==> src/rtl/eeprom_macros.svh <==
`ifndef EEPROM_MACROS_SVH
`define EEPROM_MACROS_SVH

// pending request slots, power of two
`define EE_QUEUE_DEPTH 4

// CLK cycles per quarter of one scl period
`define EE_QUARTER_CYCLES 2

// upper nibble of every control byte
`define EE_DEVICE_CODE 4'b1010

// one bus bit in CLK cycles
`define EE_BIT_CYCLES (4 * `EE_QUARTER_CYCLES)

`endif

==> src/rtl/eeprom_pkg.sv <==
package eeprom_pkg;

    // one host request as it sits in the queue
    typedef struct packed {
        logic        wr;    // 1 = write, 0 = read
        logic [10:0] addr;  // block in [10:8]
        logic [7:0]  data;  // write data, ignored on reads
    } eeprom_req_t;

    // control byte fields, MSB first on the wire
    typedef struct packed {
        logic [3:0] dev;
        logic [2:0] block;
        logic       rd;
    } ee_ctrl_t;

    // serial byte, built as control, shifted as raw
    typedef union packed {
        ee_ctrl_t   ctrl;
        logic [7:0] raw;
    } ee_byte_u;

endpackage

==> src/rtl/eeprom_req_if.sv <==
`timescale 1ns/10ps

interface eeprom_req_if import eeprom_pkg::*; ();

    logic        push;  // one-cycle strobe
    logic        full;
    logic        pop;   // one-cycle strobe
    logic        empty;
    eeprom_req_t head;  // oldest entry, valid while !empty
    eeprom_req_t tail;  // entry being pushed

    modport producer (output push, output tail, input full);
    modport fifo_in  (input push, input tail, output full);
    modport fifo_out (input pop, output empty, output head);
    modport consumer (output pop, input empty, input head);

endinterface

==> src/rtl/host_req_capture.sv <==
`timescale 1ns/10ps

module host_req_capture import eeprom_pkg::*;
(
    input  logic          CLK,
    input  logic          RESET,
    input  logic          wr,
    input  logic          rd,
    input  logic [10:0]   addr,
    input  logic [7:0]    wr_data,
    output logic          overflow,
    eeprom_req_if.producer req
);

    logic        pend_q;
    eeprom_req_t req_q;

    always_ff @(posedge CLK)
    begin
        if (RESET)
        begin
            pend_q   <= 1'b0;
            overflow <= 1'b0;
        end
        else
        begin
            pend_q <= wr | rd;
            if (pend_q && req.full)
            begin
                overflow <= 1'b1; // sticky until reset
            end
        end
    end

    // write wins when both strobes are high
    always_ff @(posedge CLK)
    begin
        if (wr || rd)
        begin
            req_q.wr   <= wr;
            req_q.addr <= addr;
            req_q.data <= wr_data;
        end
    end

    assign req.push = pend_q & ~req.full; // dropped when full
    assign req.tail = req_q;

endmodule

==> src/rtl/req_queue.sv <==
`timescale 1ns/10ps
`include "eeprom_macros.svh"

module req_queue import eeprom_pkg::*;
(
    input  logic          CLK,
    input  logic          RESET,
    eeprom_req_if.fifo_in  wr_side,
    eeprom_req_if.fifo_out rd_side
);

    localparam int DEPTH = `EE_QUEUE_DEPTH;
    localparam int AW    = $clog2(DEPTH);
    localparam logic [AW:0] FULL_CNT = (AW + 1)'(DEPTH);

    eeprom_req_t   mem [DEPTH];
    logic [AW-1:0] wr_ptr;
    logic [AW-1:0] rd_ptr;
    logic [AW:0]   count;

    always_ff @(posedge CLK)
    begin
        if (RESET)
        begin
            wr_ptr <= '0;
            rd_ptr <= '0;
            count  <= '0;
        end
        else
        begin
            if (wr_side.push)
                wr_ptr <= wr_ptr + 1'b1; // wraps at depth
            if (rd_side.pop)
                rd_ptr <= rd_ptr + 1'b1;
            case ({wr_side.push, rd_side.pop})
                2'b10:   count <= count + 1'b1;
                2'b01:   count <= count - 1'b1;
                default: count <= count;
            endcase
        end
    end

    always_ff @(posedge CLK)
    begin
        if (wr_side.push)
            mem[wr_ptr] <= wr_side.tail;
    end

    assign wr_side.full  = (count == FULL_CNT);
    assign rd_side.empty = (count == '0);
    assign rd_side.head  = mem[rd_ptr]; // no read latency

    a_no_push_full: assert property (@(posedge CLK) disable iff (RESET)
        wr_side.push |-> !wr_side.full);
    a_no_pop_empty: assert property (@(posedge CLK) disable iff (RESET)
        rd_side.pop |-> !rd_side.empty);
    a_count_bound: assert property (@(posedge CLK) disable iff (RESET)
        count <= FULL_CNT);

endmodule

==> src/rtl/eeprom_serial_ctrl.sv <==
`timescale 1ns/10ps
`include "eeprom_macros.svh"

module eeprom_serial_ctrl import eeprom_pkg::*;
(
    input  logic          CLK,
    input  logic          RESET,
    input  logic          sda_in,
    output logic          scl,
    output logic          sda_low,
    output logic          done,
    output logic          rd_valid,
    output logic [7:0]    rd_data,
    output logic          nack,
    eeprom_req_if.consumer req
);

    localparam int Q  = `EE_QUARTER_CYCLES;
    localparam int QW = (Q > 1) ? $clog2(Q) : 1;

    localparam logic [3:0] ST_IDLE   = 4'd0;
    localparam logic [3:0] ST_START  = 4'd1;
    localparam logic [3:0] ST_CTRL_W = 4'd2;
    localparam logic [3:0] ST_ADDR   = 4'd3;
    localparam logic [3:0] ST_DATA_W = 4'd4;
    localparam logic [3:0] ST_RSTART = 4'd5;
    localparam logic [3:0] ST_CTRL_R = 4'd6;
    localparam logic [3:0] ST_DATA_R = 4'd7;
    localparam logic [3:0] ST_MACK   = 4'd8;
    localparam logic [3:0] ST_STOP   = 4'd9;

    logic [3:0]    state;
    logic [QW-1:0] qcnt;
    logic [1:0]    phase;     // quarter within a bus bit
    logic [3:0]    bcnt;      // bit slot where 8 is the ack
    logic          nack_q;
    logic          smp;       // sda sampled mid high
    ee_byte_u      sh;
    eeprom_req_t   cur;

    logic q_tick;
    logic smp_pt;
    logic slot_end;
    logic ack_slot;
    logic send_st;

    assign q_tick   = (qcnt == QW'(Q - 1));
    assign smp_pt   = q_tick && (phase == 2'd1);
    assign slot_end = q_tick && (phase == 2'd3);
    assign ack_slot = (bcnt == 4'd8);
    assign send_st  = (state == ST_CTRL_W) || (state == ST_ADDR) ||
                      (state == ST_DATA_W) || (state == ST_CTRL_R);

    assign req.pop = (state == ST_IDLE) && !req.empty;
    assign rd_data = sh.raw;

    always_ff @(posedge CLK)
    begin
        if (RESET || state == ST_IDLE)
        begin
            qcnt  <= '0;
            phase <= 2'd0;
        end
        else if (q_tick)
        begin
            qcnt  <= '0;
            phase <= phase + 2'd1;
        end
        else
        begin
            qcnt <= qcnt + 1'b1;
        end
    end

    // scl high in the middle two quarters and from the second quarter of stop
    always_comb
    begin
        case (state)
            ST_IDLE: scl = 1'b1;
            ST_STOP: scl = (phase != 2'd0);
            default: scl = (phase == 2'd1) || (phase == 2'd2);
        endcase
    end

    always_comb
    begin
        if (state == ST_START || state == ST_RSTART)
            sda_low = phase[1];            // falls while scl high
        else if (state == ST_STOP)
            sda_low = !phase[1];           // rises while scl high
        else if (send_st)
            sda_low = !ack_slot && !sh.raw[7];
        else
            sda_low = 1'b0;
    end

    always_ff @(posedge CLK)
    begin
        if (req.pop)
            cur <= req.head;
        if (smp_pt)
        begin
            smp <= sda_in;
            if (state == ST_DATA_R)
                sh.raw <= {sh.raw[6:0], sda_in};
        end
        if (slot_end)
        begin
            case (state)
                ST_START, ST_RSTART:
                begin
                    sh.ctrl.dev   <= `EE_DEVICE_CODE;
                    sh.ctrl.block <= cur.addr[10:8];
                    sh.ctrl.rd    <= (state == ST_RSTART);
                end
                ST_CTRL_W:
                    sh.raw <= ack_slot ? cur.addr[7:0] : {sh.raw[6:0], 1'b0};
                ST_ADDR:
                    sh.raw <= ack_slot ? cur.data : {sh.raw[6:0], 1'b0};
                ST_DATA_W, ST_CTRL_R:
                    if (!ack_slot)
                        sh.raw <= {sh.raw[6:0], 1'b0};
                default: ;
            endcase
        end
    end

    always_ff @(posedge CLK)
    begin
        if (RESET)
        begin
            state    <= ST_IDLE;
            bcnt     <= 4'd0;
            nack_q   <= 1'b0;
            done     <= 1'b0;
            rd_valid <= 1'b0;
            nack     <= 1'b0;
        end
        else
        begin
            done     <= 1'b0;
            rd_valid <= 1'b0;
            nack     <= 1'b0;
            case (state)
                ST_IDLE:
                    if (!req.empty)
                    begin
                        state  <= ST_START;
                        nack_q <= 1'b0;
                    end
                ST_START, ST_RSTART:
                    if (slot_end)
                    begin
                        state <= (state == ST_START) ? ST_CTRL_W : ST_CTRL_R;
                        bcnt  <= 4'd0;
                    end
                ST_CTRL_W, ST_ADDR, ST_DATA_W, ST_CTRL_R:
                    if (slot_end)
                    begin
                        bcnt <= ack_slot ? 4'd0 : bcnt + 4'd1;
                        if (ack_slot && smp)
                        begin
                            nack_q <= 1'b1; // no device ack so abort
                            state  <= ST_STOP;
                        end
                        else if (ack_slot)
                        begin
                            case (state)
                                ST_CTRL_W: state <= ST_ADDR;
                                ST_ADDR:   state <= cur.wr ? ST_DATA_W : ST_RSTART;
                                ST_DATA_W: state <= ST_STOP;
                                default:   state <= ST_DATA_R;
                            endcase
                        end
                    end
                ST_DATA_R:
                    if (slot_end)
                    begin
                        bcnt <= bcnt + 4'd1;
                        if (bcnt == 4'd7)
                            state <= ST_MACK;
                    end
                ST_MACK:
                    if (slot_end)
                        state <= ST_STOP;    // sda left released
                ST_STOP:
                    if (slot_end)
                    begin
                        state    <= ST_IDLE;
                        done     <= 1'b1;
                        nack     <= nack_q;
                        rd_valid <= !cur.wr && !nack_q;
                    end
                default:
                    state <= ST_IDLE;
            endcase
        end
    end

    // data only moves under scl low except in start and stop
    a_sda_stable: assert property (@(posedge CLK) disable iff (RESET)
        (scl && $past(scl) && (sda_low != $past(sda_low)))
            |-> (state == ST_START || state == ST_RSTART || state == ST_STOP));

    a_done_pulse: assert property (@(posedge CLK) disable iff (RESET)
        done |=> !done);

endmodule

==> src/rtl/eeprom_subsys.sv <==
`timescale 1ns/10ps

module eeprom_subsys
(
    input  logic        CLK,
    input  logic        RESET,
    input  logic        wr,
    input  logic        rd,
    input  logic [10:0] addr,
    input  logic [7:0]  wr_data,
    input  logic        sda_in,
    output logic        scl,
    output logic        sda_low,
    output logic        done,
    output logic        rd_valid,
    output logic [7:0]  rd_data,
    output logic        nack,
    output logic        overflow
);

    eeprom_req_if cap_q ();   // capture to queue
    eeprom_req_if q_ctrl ();  // queue to controller

    host_req_capture u_capture (
        .CLK      (CLK),
        .RESET    (RESET),
        .wr       (wr),
        .rd       (rd),
        .addr     (addr),
        .wr_data  (wr_data),
        .overflow (overflow),
        .req      (cap_q.producer)
    );

    req_queue u_queue (
        .CLK     (CLK),
        .RESET   (RESET),
        .wr_side (cap_q.fifo_in),
        .rd_side (q_ctrl.fifo_out)
    );

    eeprom_serial_ctrl u_ctrl (
        .CLK      (CLK),
        .RESET    (RESET),
        .sda_in   (sda_in),
        .scl      (scl),
        .sda_low  (sda_low),
        .done     (done),
        .rd_valid (rd_valid),
        .rd_data  (rd_data),
        .nack     (nack),
        .req      (q_ctrl.consumer)
    );

endmodule

==> config.mk <==
export PLATFORM = sky130hd
export DESIGN_NAME = eeprom_subsys
export DESIGN_NICKNAME = d
export VERILOG_FILES = /design/src/rtl/eeprom_pkg.sv /design/src/rtl/eeprom_req_if.sv /design/src/rtl/host_req_capture.sv /design/src/rtl/req_queue.sv /design/src/rtl/eeprom_serial_ctrl.sv /design/src/rtl/eeprom_subsys.sv
export VERILOG_INCLUDE_DIRS = /design/src /design/src/rtl
export SDC_FILE = /design/constraint.sdc
export NUM_CORES = 1
export LEC_CHECK = 0
export BUFFER_PORTS_ARGS = -buffer_cell sky130_fd_sc_hd__buf_2
export CAP_MARGIN = 20
export CELL_PAD_IN_SITES_DETAIL_PLACEMENT = 2
export CELL_PAD_IN_SITES_GLOBAL_PLACEMENT = 2
export CORE_MARGIN = 4
export CORE_UTILIZATION = 35
export CTS_CLUSTER_DIAMETER = 120
export DETAILED_ROUTE_END_ITERATION = 10
export HOLD_SLACK_MARGIN = 0.1
export PLACE_DENSITY = 0.76
export SYNTH_ARGS = -nofsm -noshare
export SYNTH_HDL_FRONTEND = slang
export SYNTH_SLANG_ARGS = --single-unit
==> constraint.sdc <==
create_clock -name CLK -period 3.8 [get_ports CLK]
set_clock_uncertainty 0.05 [all_clocks]
set_input_delay 0 -clock CLK [delete_from_list [all_inputs] [get_ports CLK]]
set_output_delay 0 -clock CLK [all_outputs]
set_load 0.005 [all_outputs]
* Word level (Yosys, flattened, before mapping) *
Memories as Yosys holds them, arrays and structs flattened. A register that Yosys moved wholly into a read port is not among the register bits.
Cells that the tools add are included.

word-level totals
  register bits after elaboration = 53
  word-level logic and storage cells = 128
  memories kept = 1
  output and inout port bits = 14
  bits in writable memories = 80
  input bits = 24

operators by class
  eq/ne operators = 26
  muxes and demuxes = 36
  add/subtract/negate cells = 7
  reduce and logical (&&, ||, !) cells = 35
  bitwise logic cells = 5

memory list
  name         depth  width  read ports  clocked after memory_dff  write ports  RTL line         text
  u_queue.mem  4      20     1           1                         1            req_queue.sv:16  eeprom_req_t mem [DEPTH];

operators by type and width
  kind                                                                    count
  4-bit two-way mux                                                       12
  8-bit two-way mux                                                       6
  8-bit case mux with 4 select lines                                      1
  4-bit case mux with 3 select lines                                      2
  4-bit case mux with 6 select lines                                      1
  4-bit by 3-bit equality test with 1-bit output (second input constant)  5
  4-bit equality test (second input constant)                             3
  2-bit by 1-bit != test with 1-bit output (second input constant)        6
  1-bit two-way mux                                                       10
  4-bit by 2-bit equality test with 1-bit output (second input constant)  2
  4-bit AND reduction                                                     2
  8-bit AND reduction                                                     1
  2-bit OR reduction                                                      4
  1-bit logical AND                                                       7
  1-bit logical OR                                                        7
  2-bit by 1-bit adder with 2-bit output (second input constant)          3
  2-bit equality test (second input constant)                             3
  1-bit logical NOT                                                       6
  3-bit case mux with 2 select lines                                      1
  2-bit nonzero test                                                      3
  4-bit by 1-bit adder with 4-bit output (second input constant)          1
  2-bit by 1-bit equality test with 1-bit output (second input constant)  2
  4-bit by 1-bit equality test with 1-bit output (second input constant)  1
  4-bit logical NOT                                                       1
  other kinds (15)                                                        19

* Depth between registers and ports, before layout *
  depth in word-level cells = 7
  depth in mapped cells = 9
  gate-level depth less buffers = 9

* Hierarchy *
Synthesis repeated with hierarchy kept, for this count alone.

second synthesis, totals
  cell total of the unflattened synthesis = 378
  area, all modules = 6185.9 um^2

by module, submodules not included
  module              area an instance (um^2)  cells an instance  seq. area each (um^2)  times used
  req_queue           3319.4                   151                2582.5                 1
  eeprom_serial_ctrl  2188.3                   200                1091.0                 1
  host_req_capture    678.2                    27                 640.6                  1

* Worst setup path after synthesis *
OpenSTA, ideal clock, no wires.

  path type = flip-flop to flip-flop
  start = register u_ctrl.state[0]
  end = register u_queue.count[2]
  data required time = 3.679 ns
  data arrival time = 3.165 ns
  clock period less this slack = 3.286 ns
  cell stages (with the launch flop) = 10
  slack = 0.514 ns
  path buffers = 1
  library setup time = 0.071 ns
  path through = dfxtp_1 > buf_4 > or3_1 > nor3_2 > ha_1 > inv_1 > fa_1 > xor2_1 > or3_1 > a21oi_1

between the ends
  cells in the longest elaborated chain, start to end = 4
  elaborated cells between the ends (all ways) = 6
  classes of those cells = eq/ne (2); mux (1); reduce/logical (3)

RTL lines
  item                                                                                   RTL line                   text
  start: declaration                                                                     eeprom_serial_ctrl.sv:32   logic [3:0] state;
  start signal: assignment                                                               eeprom_serial_ctrl.sv:154  state <= (state == ST_START) ? ST_CTRL_W : ST_CTRL_R;
  start signal: assignment                                                               eeprom_serial_ctrl.sv:170  ST_ADDR: state <= cur.wr ? ST_DATA_W : ST_RSTART;
  4-bit logical NOT (*)                                                                  eeprom_serial_ctrl.sv:54   assign req.pop = (state == ST_IDLE) && !req.empty;
  1-bit logical AND (*)                                                                  eeprom_serial_ctrl.sv:54
  net q_ctrl.pop                                                                         eeprom_req_if.sv:7         logic pop;
  2-bit by 1-bit equality test with 1-bit output or 2-bit equality test (tied branches)  req_queue.sv:35            case ({wr_side.push, rd_side.pop})
  3-bit case mux with 2 select lines or 2-bit nonzero test (tied branches)               n/a
  end signal: assignment                                                                 req_queue.sv:36            2'b10: count <= count + 1'b1;
  end signal: assignment                                                                 req_queue.sv:37            2'b01: count <= count - 1'b1;
  end signal: assignment                                                                 req_queue.sv:38            default: count <= count;
  end: declaration                                                                       req_queue.sv:19            logic [AW:0] count;

Mark *: on every way through the listed nets, which the timed path passes. The rest lies on a longest branch.
A chain may end at the register's enable or synchronous reset.

* Worst setup path after layout *
  start = register u_ctrl.state[0]
  end = output sda_low

between the ends
  cells in the longest elaborated chain, start to end = 7
  elaborated cells between the ends (all ways) = 14
  classes of those cells = eq/ne (7); mux (3); reduce/logical (4)

RTL lines
  item                                            RTL line                  text
  4-bit by 2-bit equality test with 1-bit output  eeprom_serial_ctrl.sv:51  assign send_st = (state == ST_CTRL_W) || (state == ST_ADDR) ||
  1-bit logical OR (2 in a row)                   eeprom_serial_ctrl.sv:51
  1-bit logical OR                                eeprom_serial_ctrl.sv:52  (state == ST_DATA_W) || (state == ST_CTRL_R);
  1-bit two-way mux                               eeprom_serial_ctrl.sv:91  else if (send_st)
  1-bit two-way mux                               eeprom_serial_ctrl.sv:89  else if (state == ST_STOP)
  1-bit two-way mux (*)                           eeprom_serial_ctrl.sv:87  if (state == ST_START || state == ST_RSTART)
  end: declaration                                eeprom_subsys.sv:13       output logic sda_low,

Mark *: on every way between the ends. The rest lies on a longest branch, timed or not.

==> run_summary.xml <==
<?xml version="1.0" encoding="UTF-8"?>
<metrics>
  <group name="clock_network">
    <metric name="h_tree_depth_reported_by_cts" unit="">4</metric>
    <metric name="tritoncts" unit="">built</metric>
    <metric name="cts-hold-fix-buffers" unit="">22</metric>
    <metric name="cts_max_path_buffers" unit="">2</metric>
    <metric name="cts_buffers" unit="">17</metric>
    <metric name="clkSlewWorstSetupHoldPaths" unit="ns">0.07</metric>
    <metric name="clock_insertion_delay_at_the_later_pin_of_the_skew_report" unit="ns">0.42</metric>
    <metric name="cts_resized" unit="">0</metric>
    <metric name="postCtsSetupBuffers" unit="">0</metric>
    <metric name="numClockSinks" unit="">153</metric>
    <metric name="clockRootBuffer" unit="">sky130_fd_sc_hd__clkbuf_16</metric>
  </group>
  <group name="timing">
    <metric name="fin_tns_setup" unit="ns">0</metric>
    <metric name="setup_viol_count_final" unit="">0</metric>
    <metric name="clock.fmax" unit="MHz">370</metric>
    <metric name="whs" unit="ns">0.235</metric>
    <metric name="grt_setup_unrepaired" unit="">no</metric>
    <metric name="maxSlewHeadroom" unit="%">25.6</metric>
    <metric name="drv_slew" unit="">0</metric>
    <metric name="layout_worst_path_cycle_share" unit="%">71.0</metric>
    <metric name="min_period" unit="ns">2.70</metric>
    <metric name="final-hold-violation-count" unit="">0</metric>
    <metric name="tightest_slew" unit="ns">1.12</metric>
  </group>
  <group name="global_route">
    <metric name="grt_antenna_before_repair" unit="">0</metric>
    <metric name="grt_max_degree" unit="">24</metric>
    <metric name="first_global_vias" unit="">3758</metric>
    <metric name="globalRoute.totalOverflow" unit="">0</metric>
    <metric name="gr-usage-all-layers" unit="%">14.2</metric>
    <metric name="grt_pass1_wl" unit="mm">21.3</metric>
  </group>
  <group name="logic_synthesis">
    <metric name="ys_seq_elements" unit="">153</metric>
    <metric name="ys_warn_count" unit="">0</metric>
    <metric name="synth-async-reset-ratio" unit="%">0</metric>
    <metric name="synth.lib_cells_used.distinct" unit="">58</metric>
    <metric name="synth_enable_flop_cells" unit="">121</metric>
    <metric name="netlist_area_pre_place" unit="sq mm">0.00617</metric>
    <metric name="synth_fp_nets" unit="">417</metric>
    <metric name="ys_seq_area_share" unit="%">69.2</metric>
    <metric name="dominantRegCellSynth" unit="">sky130_fd_sc_hd__edfxtp_1</metric>
    <metric name="postSynthAreaPerCell" unit="sq um">16.2</metric>
    <metric name="cell_count_after_synthesis" unit="">382</metric>
  </group>
  <group name="drt">
    <metric name="detailroute.via_count" unit="">3423</metric>
    <metric name="drtAntennaViolNets" unit="">0</metric>
    <metric name="routed_wire_length" unit="mm">13.5</metric>
    <metric name="drcViolationCount" unit="">0</metric>
    <metric name="route.detailed.vias_per_inst" unit="">5.00</metric>
    <metric name="drtIter0Drc" unit="">133</metric>
    <metric name="drt_first_pass_iters" unit="">4</metric>
    <metric name="wl_per_cell" unit="microns">19.7</metric>
  </group>
  <group name="power">
    <metric name="p_int" unit="uW">3410</metric>
    <metric name="seq_power_share" unit="%">47.9</metric>
    <metric name="ir_worst_vdd" unit="uV">350</metric>
    <metric name="power.static_leakage" unit="uW">0.00252</metric>
    <metric name="power" unit="uW">4910</metric>
    <metric name="cellPowerDensity" unit="mW/mm^2">662</metric>
    <metric name="share_clk_of_total_power" unit="%">33.5</metric>
    <metric name="power_switching_share" unit="%">30.5</metric>
    <metric name="netSwitchingPower" unit="uW">1500</metric>
    <metric name="comb_power_share" unit="%">18.6</metric>
  </group>
  <group name="placement">
    <metric name="port_buffers" unit="">37</metric>
    <metric name="gp_congestion" unit="">0.756</metric>
    <metric name="place.detailed.hpwl" unit="mm">8.81</metric>
    <metric name="post_dp_cell_area" unit="sq mm">0.00657</metric>
  </group>
  <group name="final_layout">
    <metric name="final_layout_size_suffix_gt1_share" unit="%">24.6</metric>
    <metric name="final_net_count" unit="">482</metric>
    <metric name="ff_latch_area" unit="sq mm">0.00427</metric>
    <metric name="area_growth" unit="%">20.2</metric>
    <metric name="final_core_utilization" unit="%">42.9</metric>
    <metric name="multiInputGateArea" unit="sq mm">0.00177</metric>
    <metric name="design_area" unit="sq mm">0.00742</metric>
    <metric name="fill_cells" unit="">1668</metric>
    <metric name="antenna_diode_count" unit="">0</metric>
  </group>
  <group name="floorplan">
    <metric name="die-width" unit="microns">141</metric>
    <metric name="floorplan.core_area" unit="sq mm">0.0173</metric>
    <metric name="die-area" unit="sq mm">0.0198</metric>
    <metric name="top_ports" unit="">38</metric>
    <metric name="placementRows" unit="">48</metric>
    <metric name="initial_core_util" unit="%">35.7</metric>
    <metric name="floorplan.die.height" unit="microns">141</metric>
  </group>
  <group name="hold_path">
    <metric name="worst_hold_startpoint" unit="">addr[2]</metric>
    <metric name="hold_path_end" unit="">u_capture.req.tail[10]</metric>
    <metric name="holdCritPathClass" unit="">primary input to flip-flop</metric>
    <metric name="hold_path_depth" unit="">2</metric>
  </group>
  <group name="critical_path">
    <metric name="critical_path.endpoint_type" unit="">output pin</metric>
    <metric name="worstPathMaxFanout" unit="">20</metric>
    <metric name="reg2reg_to" unit="">u_queue.count[2]</metric>
    <metric name="critical_path.startpoint_type" unit="">flip-flop</metric>
    <metric name="worstSetupPathType" unit="">flip-flop to output pin</metric>
    <metric name="cp.arrival" unit="ns">2.65</metric>
    <metric name="rr_startpoint" unit="">u_ctrl.state[0]</metric>
    <metric name="worst_endpoint_required_time" unit="ns">3.75</metric>
    <metric name="ff2ff_setup_slack" unit="ns">1.13</metric>
    <metric name="crit_path_from" unit="">u_ctrl.state[0]</metric>
    <metric name="worst_r2r_path_depth" unit="">8</metric>
  </group>
  <group name="flow_run">
    <metric name="max_cap_violations" unit="">0</metric>
  </group>
  <group name="run_status">
    <metric name="status" unit="">finished clean</metric>
  </group>
</metrics>
==> routing by layer <==
metal	share of wire (%)	global-route usage (%)
met1	43	17.1
met2	52	24.9
met3	3.7	4.00
met4	0.72	3.77
met5	0	0
==> cells in the final DEF, fill, tap and decap left out, types with 3 or more instances in the layout <==
cell and n:
sky130_fd_sc_hd__o211ai_1 3, sky130_fd_sc_hd__edfxtp_1 121, sky130_fd_sc_hd__xnor2_1 5, sky130_fd_sc_hd__nand3_1 4
sky130_fd_sc_hd__nand3b_1 3, sky130_fd_sc_hd__mux4_2 20, sky130_fd_sc_hd__buf_2 37, sky130_fd_sc_hd__o21ai_0 4
sky130_fd_sc_hd__a21oi_1 13, sky130_fd_sc_hd__and2_1 5, sky130_fd_sc_hd__dlygate4sd3_1 22, sky130_fd_sc_hd__nor3b_2 3
sky130_fd_sc_hd__nor3_1 8, sky130_fd_sc_hd__xor2_1 5, sky130_fd_sc_hd__dfxtp_1 32, sky130_fd_sc_hd__inv_6 4
sky130_fd_sc_hd__ha_1 10, sky130_fd_sc_hd__a22oi_2 3, sky130_fd_sc_hd__inv_8 4, sky130_fd_sc_hd__a31oi_1 5
sky130_fd_sc_hd__nand2_1 17, sky130_fd_sc_hd__clkinv_8 3, sky130_fd_sc_hd__inv_1 11, sky130_fd_sc_hd__mux2i_1 18
sky130_fd_sc_hd__clkbuf_16 17, sky130_fd_sc_hd__nor2_1 29
==> cells in the mapped netlist, drive strengths merged, types with 3 or more instances <==
cell,number,area [sq um]
a21oi,14,73.8
a221oi,3,43.8
a22oi,3,37.5
a31oi,5,31.3
and2,5,31.3
buf,12,67.6
clkbuf,5,18.8
dfxtp,32,641
edfxtp,121,3630
ha,10,125
inv,12,45.0
mux2i,18,180
mux4,20,450
nand2,17,63.8
nand3,4,20.0
nand3b,3,22.5
nor2,32,138
nor3,10,60.1
nor3b,5,52.6
o211ai,3,22.5
o21ai,5,28.8
o2bb2ai,3,38.8
xnor2,5,43.8
xor2,5,43.8
==> power groups by stage <==
stage,Combinational (uW),Sequential (uW),Clock (uW)
floorplan,705,2250,0
global placement,844,2360,0
detailed placement,891,2390,0
CTS,916,2360,1680
global route,1000,2390,1750
finish,915,2350,1640
==> kinds of logic (layout without fill, tap and decap cells) <==
logic type               count (synthesis)  count (layout)  share of synthesized area (%)
AO/OA/AOI/OAI                           48              48                           6.14
XOR/XNOR                                10              10                           1.42
adder cells (fa/ha/maj)                 11              11                           2.35
buffers and inverters                   29             107                           2.13
flip-flops                             153             153                           69.2
multiplexers                            40              40                           10.6
AND/OR/NAND/NOR                         91              91                           8.13
==> final cells by class <==
class / count / area share (%)
Sequential cell: 153 / 57.6
Multi-Input combinational cell: 200 / 23.9
Timing Repair Buffer: 63 / 6.24
Clock buffer: 17 / 5.73
Tap cell: 225 / 3.79
Clock inverter: 15 / 2.12
Inverter: 12 / 0.607
==> how the worst max path moves through the flow <==
stage,end,slack [ns]
2_1_floorplan,u_queue.count[2],0.51
3_3_place_gp,u_queue.count[2],1.20
3_5_place_dp,u_ctrl.bcnt[3],1.13
4_1_cts,sda_low,1.04
5_1_grt,sda_low,0.84
6_report,sda_low,1.10
==> per-stage QoR <==
step / setup WS [ns] / cells
floorplan: 0.514 / 382
finish: 1.10 / 685
global placement: 1.20 / 629
global route: 0.839 / 685
CTS: 1.04 / 683
detailed placement: 1.13 / 629
==> sequential cells by signal (all words and copies together), names as in the netlist <==
register            flops
u_queue.wr_ptr          2
u_queue.rd_ptr          2
u_ctrl.nack             1
u_ctrl.done             1
u_ctrl.smp              1
u_ctrl.rd_valid         1
u_ctrl.nack_q           1
u_ctrl.q_tick           1
u_ctrl.phase            2
u_capture.overflow      1
u_queue.count           3
u_capture.pend_q        1
u_ctrl.state            4
u_ctrl.cur             20
u_queue.mem            80
u_ctrl.rd_data          8
u_ctrl.bcnt             4
u_capture.req.tail     20
==> worst max-delay path, cell delays in order, from the launching register on <==
cell	delay (ns)
sky130_fd_sc_hd__dfxtp_1	0.89
sky130_fd_sc_hd__inv_2	0.12
sky130_fd_sc_hd__nor3_1	0.80
sky130_fd_sc_hd__nand2_1	0.13
sky130_fd_sc_hd__o211ai_1	0.14
sky130_fd_sc_hd__buf_2	0.15
Power figures use the tool's default switching activity.
